`src/source/ion_samples.hex`:
```
// one line per table entry, entry 0 is the marker and 60 to 63 are unused
// flag, level, gain, timestamp and ion count as 1, 2, 2, 4 and 4 hex digits
0000000000000
03C64002001F4
0416400400213
047640060022A
04E6400800251
1556400A00288
05B6400C002B6
0606500E002D9
0666401000301
06A6401200322
06F6401400347
0736401600360
1786401800395
07C6401A003B0
0806401C003C8
0836401E003E1
08564020003F7
0886402200410
08A6402400424
08B6502600433
08D6402800441
08E6402A0044C
08E6402C00452
08F6402E00458
08F640300045B
08E6403200457
08D6403400450
18B6403600446
0896403800439
0866403A00427
0836403C00412
07F6403E003FA
07B64040003DE
07765042003C1
07264044003A2
06D6404600380
068640480035E
0636404A0033B
05E6404C00319
0596404E002F7
15464050002D5
05064052002B4
04C6405400296
0486405600279
045640580025F
0426405A00248
0406505C00234
03E6405E00223
03D6406000216
03C640620020C
03C6406400206
13D6406600203
03E6406800204
0406406A00209
0426406C00212
0456406E0021E
048640700022E
04C6407200241
0506507400257
0546407600270
0000000000000
0000000000000
0000000000000
0000000000000

```
`src/source/ion_control_pkg.sv`:
```
// ------------------------------
// ion sensor sequencing
// table size, index and timer types,
// and the FSM states
// ------------------------------
package ion_control_pkg;

	localparam int table_depth = 64;
	localparam int last_sample_entry = 59;

	// sample table contents with the five variable fields per line
	localparam string sample_file = "/design/src/source/ion_samples.hex";

	typedef logic [$clog2(table_depth)-1:0] sample_index_t;

	typedef logic [15:0] period_t;

	localparam period_t default_sample_period = 16'hffff;

	typedef enum logic [1:0] {
		state_idle,
		state_read_entry,
		state_send_packet
	} sequencer_state_t;

endpackage

```
`src/source/ion_packet_pkg.sv`:
```
// ------------------------------
// ion packet definitions
// field widths, fixed field values and the
// layouts of a stored sample and a sent packet
// ------------------------------
package ion_packet_pkg;

	localparam int packet_width = 110;

	// field widths
	localparam int device_id_width = 7;
	localparam int marker_width = 8;
	localparam int level_width = 8;
	localparam int gain_width = 8;
	localparam int timestamp_width = 16;
	localparam int ion_count_width = 16;
	localparam int channel_width = 6;
	localparam int serial_width = 24;

	// fields that never change between samples
	localparam logic [device_id_width-1:0] device_id = 7'd77;
	localparam logic [marker_width-1:0] marker_a = 8'd255;
	localparam logic [marker_width-1:0] marker_b = 8'd239;
	localparam logic [marker_width-1:0] marker_c = 8'd17;
	localparam logic [channel_width-1:0] channel = 6'd1;
	localparam logic [serial_width-1:0] serial_number = 24'd4272433;

	// one table entry
	// gain is usually 100 but some samples read 101
	typedef struct packed {
		logic flag;
		logic [level_width-1:0] level;
		logic [gain_width-1:0] gain;
		logic [timestamp_width-1:0] timestamp;
		logic [ion_count_width-1:0] ion_count;
	} sample_fields_t;

	// msb first
	typedef struct packed {
		logic [serial_width-1:0] serial_number;
		logic [channel_width-1:0] channel;
		logic [ion_count_width-1:0] ion_count;
		logic [marker_width-1:0] marker_c;
		logic [marker_width-1:0] marker_b;
		logic [timestamp_width-1:0] timestamp;
		logic [gain_width-1:0] gain;
		logic [level_width-1:0] level;
		logic [marker_width-1:0] marker_a;
		logic flag;
		logic [device_id_width-1:0] device_id;
	} ion_packet_t;

	typedef enum logic [1:0] {
		entry_marker,
		entry_sample,
		entry_blank
	} entry_kind_t;

	// sent for table entry 0
	localparam logic [packet_width-1:0] marker_word = packet_width'(1);

endpackage
```
`src/source/ion_sensor.sv`:
```
// ------------------------------
// ion sensor simulator
// plays back a table of ion samples,
// one packet per sample period
// ------------------------------
`timescale 1ns/1ps

module ion_sensor
#(
	parameter ion_control_pkg::period_t SAMPLE_PERIOD = ion_control_pkg::default_sample_period
)
(
	input logic clock,
	input logic resetn,
	output logic ready,
	output ion_packet_pkg::ion_packet_t packet
);
	import ion_packet_pkg::*;
	import ion_control_pkg::*;

	logic timer_clear;
	logic timer_run;
	logic period_done;
	logic send;
	sample_index_t index;
	sample_fields_t fields;
	entry_kind_t kind;

	sample_timer #(
		.SAMPLE_PERIOD(SAMPLE_PERIOD)
	) u_timer (
		.clock(clock),
		.resetn(resetn),
		.clear(timer_clear),
		.run(timer_run),
		.period_done(period_done)
	);

	sample_sequencer u_sequencer (
		.clock(clock),
		.resetn(resetn),
		.period_done(period_done),
		.timer_clear(timer_clear),
		.timer_run(timer_run),
		.index(index),
		.send(send)
	);

	sample_table u_sample_table (
		.index(index),
		.fields(fields),
		.kind(kind)
	);

	packet_assembler u_assembler (
		.clock(clock),
		.resetn(resetn),
		.send(send),
		.fields(fields),
		.kind(kind),
		.ready(ready),
		.packet(packet)
	);

endmodule

```
`src/source/packet_assembler.sv`:
```
// ------------------------------
// packet assembler
// builds the 110-bit packet and sends it
// under a one-cycle ready strobe
// ------------------------------
`timescale 1ns/1ps

module packet_assembler
(
	input logic clock,
	input logic resetn,
	input logic send,
	input ion_packet_pkg::sample_fields_t fields,
	input ion_packet_pkg::entry_kind_t kind,
	output logic ready,
	output ion_packet_pkg::ion_packet_t packet
);
	import ion_packet_pkg::*;

	ion_packet_t sample_packet;
	ion_packet_t assembled;

	always_comb
	begin
		sample_packet.serial_number = serial_number;
		sample_packet.channel = channel;
		sample_packet.ion_count = fields.ion_count;
		sample_packet.marker_c = marker_c;
		sample_packet.marker_b = marker_b;
		sample_packet.timestamp = fields.timestamp;
		sample_packet.gain = fields.gain;
		sample_packet.level = fields.level;
		sample_packet.marker_a = marker_a;
		sample_packet.flag = fields.flag;
		sample_packet.device_id = device_id;
	end

	always_comb
	begin
		case (kind)
			entry_marker: assembled = marker_word;
			entry_sample: assembled = sample_packet;
			default: assembled = '0;
		endcase
	end

	// the receiver must take the packet while ready is high
	always_ff @(posedge clock or negedge resetn)
	begin
		if (!resetn)
		begin
			ready <= 1'b0;
			packet <= '0;
		end
		else
		begin
			ready <= send;
			if (send)
			begin
				packet <= assembled;
			end
			else
			begin
				packet <= '0;
			end
		end
	end

endmodule

```
`src/source/sample_table.sv`:
```
// ------------------------------
// sample table
// read-only store of the variable fields,
// classifies each entry by its index
// ------------------------------
`timescale 1ns/1ps

module sample_table
(
	input ion_control_pkg::sample_index_t index,
	output ion_packet_pkg::sample_fields_t fields,
	output ion_packet_pkg::entry_kind_t kind
);
	import ion_packet_pkg::*;
	import ion_control_pkg::*;

	sample_fields_t samples [0:table_depth-1];

	initial
	begin
		$readmemh(sample_file, samples);
	end

	assign fields = samples[index];

	// entry 0 is the marker and the top few entries are unused
	always_comb
	begin
		if (index == '0)
		begin
			kind = entry_marker;
		end
		else if (index <= sample_index_t'(last_sample_entry))
		begin
			kind = entry_sample;
		end
		else
		begin
			kind = entry_blank;
		end
	end

endmodule

```
`src/source/sample_sequencer.sv`:
```
// ------------------------------
// sample sequencer
// idle, read and send FSM that owns
// the table index
// ------------------------------
`timescale 1ns/1ps

module sample_sequencer
(
	input logic clock,
	input logic resetn,
	input logic period_done,
	output logic timer_clear,
	output logic timer_run,
	output ion_control_pkg::sample_index_t index,
	output logic send
);
	import ion_control_pkg::*;

	sequencer_state_t state;
	sequencer_state_t state_next;

	always_comb
	begin
		state_next = state;
		case (state)
			state_idle:
			begin
				if (period_done)
				begin
					state_next = state_read_entry;
				end
			end
			state_read_entry:
			begin
				state_next = state_send_packet;
			end
			state_send_packet:
			begin
				state_next = state_idle;
			end
			default:
			begin
				state_next = state_idle;
			end
		endcase
	end

	always_ff @(posedge clock or negedge resetn)
	begin
		if (!resetn)
		begin
			state <= state_idle;
			index <= '0;
		end
		else
		begin
			state <= state_next;
			// steps once per sample and rolls over from 63 to 0
			if (state == state_read_entry)
			begin
				index <= index + 1'b1;
			end
		end
	end

	assign timer_run = (state == state_idle);
	assign timer_clear = (state == state_read_entry);
	assign send = (state == state_send_packet);

endmodule

```
`src/source/sample_timer.sv`:
```
// ------------------------------
// sample timer
// counts idle cycles and flags the end
// of a sample period
// ------------------------------
`timescale 1ns/1ps

module sample_timer
#(
	parameter ion_control_pkg::period_t SAMPLE_PERIOD = ion_control_pkg::default_sample_period
)
(
	input logic clock,
	input logic resetn,
	input logic clear,
	input logic run,
	output logic period_done
);
	import ion_control_pkg::*;

	period_t count;

	always_ff @(posedge clock or negedge resetn)
	begin
		if (!resetn)
		begin
			count <= '0;
		end
		else if (clear)
		begin
			count <= '0;
		end
		else if (run)
		begin
			count <= count + 1'b1;
		end
	end

	// idle ends on the cycle the count reaches the period
	assign period_done = (count == SAMPLE_PERIOD);

endmodule

```
`config.mk`:
```
export PLATFORM = sky130hd
export DESIGN_NAME = ion_sensor
export DESIGN_NICKNAME = d
export VERILOG_FILES = /design/src/source/ion_control_pkg.sv /design/src/source/ion_packet_pkg.sv /design/src/source/ion_sensor.sv /design/src/source/packet_assembler.sv /design/src/source/sample_table.sv /design/src/source/sample_sequencer.sv /design/src/source/sample_timer.sv
export SDC_FILE = /design/constraint.sdc
export NUM_CORES = 1
export LEC_CHECK = 0
export BUFFER_PORTS_ARGS = -buffer_cell sky130_fd_sc_hd__buf_2
export CAP_MARGIN = 20
export CELL_PAD_IN_SITES_DETAIL_PLACEMENT = 0
export CELL_PAD_IN_SITES_GLOBAL_PLACEMENT = 2
export CORE_ASPECT_RATIO = 1.5
export CORE_MARGIN = 5
export CORE_UTILIZATION = 27
export CTS_CLUSTER_DIAMETER = 30
export DETAILED_ROUTE_END_ITERATION = 8
export MAX_ROUTING_LAYER = met4
export PLACE_DENSITY_LB_ADDON = 0.25
export SETUP_SLACK_MARGIN = 0.1
export SYNTH_ARGS = -nofsm -noshare
export SYNTH_HDL_FRONTEND = slang
export SYNTH_SLANG_ARGS = --single-unit
```
`constraint.sdc`:
```
create_clock -name clock -period 4.3 [get_ports clock]
set_input_delay 0.43 -clock clock [delete_from_list [all_inputs] [get_ports clock]]
set_output_delay 0.43 -clock clock [all_outputs]
set_load 0.01 [all_outputs]
```
---- After elaboration in Yosys (flattened, before gate mapping) ----
Cells that the tools add are included.
cells by class
  $add $sub $neg .......................... 2
  magnitude comparators ................... 1
  equal/unequal tests ..................... 5
  mux-type cells .......................... 8
  reductions and logical operators ........ 4
operators with widths
  cell                     number
  $pmux W109 S2            1
  $mux W109                1
  $mux W16                 2
  $add A16 B1 Y16 const B  1
  $eq A16 B16 Y1 const B   1
  $add A6 B1 Y6 const B    1
  $le A6 B6 Y1 const B     1
  $logic_not A6 Y1         1
  $mux W2                  3
  $eq A2 B1 Y1 const B     2
  $logic_not A2 Y1         2
  $pmux W2 S2              1
  $eq A2 B2 Y1 const B     1
  $ne A2 B1 Y1 const B     1
  $reduce_bool A2 Y1       1
word-level totals
  register bits ........................... 135
  input bits .............................. 2

---- Longest topological paths before layout ----
  depth after elaboration ................. 6
  gate-level depth with buffers ........... 5

---- Modules after synthesis ----
A second synthesis with hierarchy kept.
second synthesis, totals
  cells, all modules ...................... 342
  area, all modules ....................... 3,913.8 µm²
by module, submodules not included
  module            instances  cells each  area an instance (µm²)
  packet_assembler  1          178         2,328.5
  sample_timer      1          84          834.6
  sample_table      1          54          404.1
  sample_sequencer  1          26          346.6

---- Worst setup path after synthesis ----
No wires, ideal clock.
  path type ............................... flip-flop to flip-flop
  start ................................... register u_timer.count[0]
  end ..................................... register u_timer.count[14]
  arrival ................................. 1,330 ps
  required time ........................... 4,175 ps
  setup slack ............................. 2,845 ps
  stages on the path, launching flop included .. 6
  path buffers ............................ 0
  clock period less this slack ............ 1,455 ps
  cell sequence ........................... dfrtp_1 > ha_1 > nand3b_4 > nor3_4 > nand3_2 > mux2_4
on the way
  longest elaborated chain between the ends .. 3
ends and longest elaborated chain
  element                   line                RTL
  start: declaration        sample_timer.sv:21  period_t count;
  start signal: assignment  sample_timer.sv:35  count <= count + 1'b1;
  $add A16 B1 Y16           sample_timer.sv:35
  $mux W16                  sample_timer.sv:33  else if (run)
  $mux W16                  sample_timer.sv:29  else if (clear)
Every way passes these cells. The select of a mux whose other input is x is not followed.
A chain may end at the register's enable or synchronous reset.

---- Worst setup path after layout ----
  start ................................... register u_sequencer.state[1]
  end ..................................... register u_timer.count[14]
on the way
  longest elaborated chain between the ends .. 2
  elaborated cells between the ends (all ways) .. 4
ends and longest elaborated chain
  element                                           line                                            RTL
  start: declaration                                sample_sequencer.sv:20                          sequencer_state_t state;
  start signal: assignment                          sample_sequencer.sv:53                          state <= state_idle;
  start signal: assignment                          sample_sequencer.sv:58                          state <= state_next;
  $eq A2 B1 Y1 or $logic_not A2 Y1 (tied branches)  sample_sequencer.sv:68, sample_sequencer.sv:67
  $mux W16 or $reduce_bool A2 Y1 (tied branches)    -
Several ways; a longest one is shown, not always the timed one.

==> flow_metrics.py <==
metrics = {
    "critical_path": {
        "critPathTopFamily": "simple AND/OR/NAND/NOR gates",
        "critPathCaptureType": "flop",
        "slowest_delay_ns": 0.69,
        "cpMaxStageDelayCell": "and2b_1",
        "cp_num_buf_inv": 0,
        "path_cells": "and2b_1 -> and2b_1 -> mux2_4",
        "start_kind": "flop",
        "critPathKind": "reg -> reg",
        "cp.required_ns": 4.45,
        "cp_max_fo": 20,
        "cp_common_cell": "and2b_1",
        "arrival_ns": 1.94,
    },
    "logic_synthesis": {
        "async_flop_share_pct": 100,
        "synth.distinct_cells": 36,
        "ys_warn_count": 0,
        "synth_edf_count": 0,
        "synthCells": 227,
        "synthFlopType": "dfrtp_1",
        "ys_seq_area_share_pct": 31.2,
        "synth-seq-cells": 27,
        "syn_avg_cell_area_sq_um": 9.55,
        "syn_area_sq_mm": 0.00217,
    },
    "detailed_routing": {
        "vias": 1137,
        "drt-total-wl_um": 3310,
        "drtIter0Drc": 43,
        "maxUsedRoutingLayer": "met4",
        "dr.pass1.iters": 3,
        "wl_met1_um": 1200,
        "wire_per_inst_um": 9.85,
        "avgViaCountPerCell": 3.38,
        "wl_met2_um": 1680,
        "route.detailed.drc": 0,
        "drtAntennaViolNets": 0,
        "wl_met3_um": 412,
    },
    "global_routing": {
        "grt_max_degree": 30,
        "overflow": 0,
        "grt_pass1_wl_um": 5110,
        "antenna_found_initial": 0,
        "grt_use_total_pct": 6.40,
        "grt_pass1_vias": 1013,
    },
    "clocking": {
        "root_buffer": "clkbuf_16",
        "postCtsHoldBufs": 0,
        "numCtsBuffers": 3,
        "insertion_delay_ns": 0.26,
        "cts-htree-levels": 1,
        "cts_setup_buffers": 0,
        "cts_tree": "built",
        "cts_sinks": 27,
        "clkTransAtPathRegs_ns": 0.07,
        "cts_buffer_depth": 2,
        "cts_resized": 0,
    },
    "pwr": {
        "p_per_area_mw_per_mm2": 253,
        "p_leak_nw": 1.10,
        "peakVddDrop_mv": 0.123,
        "fin_total_pwr_mw": 0.506,
    },
    "floorplan": {
        "die_w_um": 83.2,
        "die_h_um": 120,
        "start_util_pct": 27.4,
        "coreArea_sq_mm": 0.00791,
        "rows": 40,
        "pin_count": 113,
        "fp.dieArea_sq_mm": 0.00996,
    },
    "sta": {
        "setup_tns_ns": 0,
        "worst-slew-pin-transition_ns": 0.692,
        "fin_crit_sh_pct": 41.6,
        "finalCriticalPeriod_ns": 1.79,
        "finClkSkew_ns": 0.00217,
        "hold_viol": 0,
        "drv_slew": 0,
        "fmax_ghz": 0.558,
        "rsz0062_at_grt": "no",
        "setup_viol": 0,
        "timing.slew.headroom_pct": 53.9,
    },
    "layout": {
        "drive_gt1_share_pct": 21.6,
        "fillers": 876,
        "diodes": 0,
        "nets": 237,
        "area_delta_synth_final_pct": -7.67,
    },
    "worst_hold_path": {
        "hold_path.class": "in -> async",
    },
    "placement": {
        "gp_congestion": 0.661,
        "io_buffers": 32,
        "post-dp-hpwl_um": 2610,
    },
    "outcome": {
        "status": "complete, no violations",
    },
    "run": {
        "cap_violations": 0,
    },
}
-- logic make-up after synthesis --
| kind of cell | count (synthesis) | synth area share, % |
|---|---|---|
| other cells | 1 | 0.173 |
| buf+inv | 117 | 39.5 |
| compound gates | 14 | 3.75 |
| xor+xnor | 13 | 5.25 |
| simple gates | 50 | 17.3 |
| mux | 2 | 1.21 |
| flops | 27 | 31.2 |
| fa+ha+maj | 3 | 1.73 |
-- Yosys cell counts, types with 2 or more instances --
library cell / instances / area, sq um
a21oi_1: 5 / 25.0
and2b_1: 2 / 15.0
buf_4: 109 / 818
dfrtp_1: 27 / 676
ha_1: 3 / 37.5
inv_1: 6 / 22.5
nand2_1: 10 / 37.5
nand3_1: 3 / 15.0
nand3_4: 2 / 35.0
nand4_1: 2 / 12.5
nor2_1: 10 / 37.5
nor3_1: 4 / 20.0
nor3_2: 2 / 20.0
nor4_2: 3 / 37.5
o21a_1: 2 / 15.0
o21ai_0: 5 / 25.0
or3_1: 2 / 12.5
xnor2_1: 11 / 96.3
xor2_1: 2 / 17.5
-- where the power goes --
part,internal [mW],switching (mW)
combinational,0.000326,0.0375
sequential,0.254,0
clock,0.127,0.0877
-- cells in the final DEF, fill, tap and decap left out, drive strengths merged --
cell type  instances
nor4b              1
nand4b             1
mux2               2
inv                6
or4b               1
nand2             10
xnor2             11
nand4              2
ha                 3
nor3               7
nor2              11
nand3b             1
and2b              2
a21oi              5
nor4               3
conb              80
and3               1
nor2b              1
o21a               2
or3                2
clkbuf             4
nand3              6
a21o               1
dfrtp             27
xor2               2
a22o               1
and4               1
buf               32
o21ai              5
-- worst reg2reg max path, cell delays in order (launching register included) --
cell     delay (ns)
dfrtp_1        0.48
and2b_1        0.69
and2b_1        0.26
mux2_4         0.25
-- area by class of cell --
class                   count  area (sq um)  area share, %
repair buffers             32           160           8.00
well taps                 105           131           6.56
clock buffers               4          78.8           3.94
inverters                   6          22.5           1.13
multi-input cells         162           933           46.6
flip-flops and latches     27           676           33.8
-- state kept, by name, indices dropped and copies added, names as in the netlist --
name	cells
u_sequencer.index	6
u_sequencer.state	2
u_assembler.packet	2
u_timer.count	16
u_assembler.ready	1
-- through the flow --
| stage | hold WS [ns] | utilization [%] | cells | worst slack (ns) | instance area [sq um] |
|---|---|---|---|---|---|
| after floorplan | 0.134 | - | 306 | 2.84 | 2460 |
| after global placement | 0.496 | 24.3 | 332 | 2.50 | 1920 |
| after detailed placement | 0.490 | 24.3 | 332 | 2.48 | 1920 |
| after CTS | 0.212 | 25.3 | 336 | 2.45 | 2000 |
| after global routing | 0.248 | 25.3 | 336 | 2.28 | 2000 |
| final | 0.184 | 25.3 | 336 | 2.51 | 2000 |
-- metal layers --
layer / up-vias / GRT usage (%)
li1: 550 / -
met1: 524 / 7.26
met2: 61 / 10.6
met3: 2 / 2.34
met4: 0 / 1.84
met5: - / -
-- final timing paths --
| path | startpoint | endpoint | slack (ns) | cells after the start |
|---|---|---|---|---|
| hold reg to reg | u_sequencer.index[5]$_DFFE_PN0P_ | u_sequencer.index[5]$_DFFE_PN0P_ | 0.49 | 1 |
| setup reg to reg | u_sequencer.state[1]$_DFFE_PN0P_ | u_timer.count[14]$_DFFE_PN0P_ | 2.51 | 3 |
| setup / recovery | u_sequencer.state[1]$_DFFE_PN0P_ | u_timer.count[14]$_DFFE_PN0P_ | 2.51 | 3 |
| min in group clock | u_sequencer.index[5]$_DFFE_PN0P_ | u_sequencer.index[5]$_DFFE_PN0P_ | 0.49 | 1 |
| hold / removal | resetn | u_timer.count[13]$_DFFE_PN0P_ | 0.18 | 1 |
| max in group asynchronous | resetn | u_timer.count[6]$_DFFE_PN0P_ | 3.70 | 1 |
No activity file was read; power rests on OpenSTA's default activity.
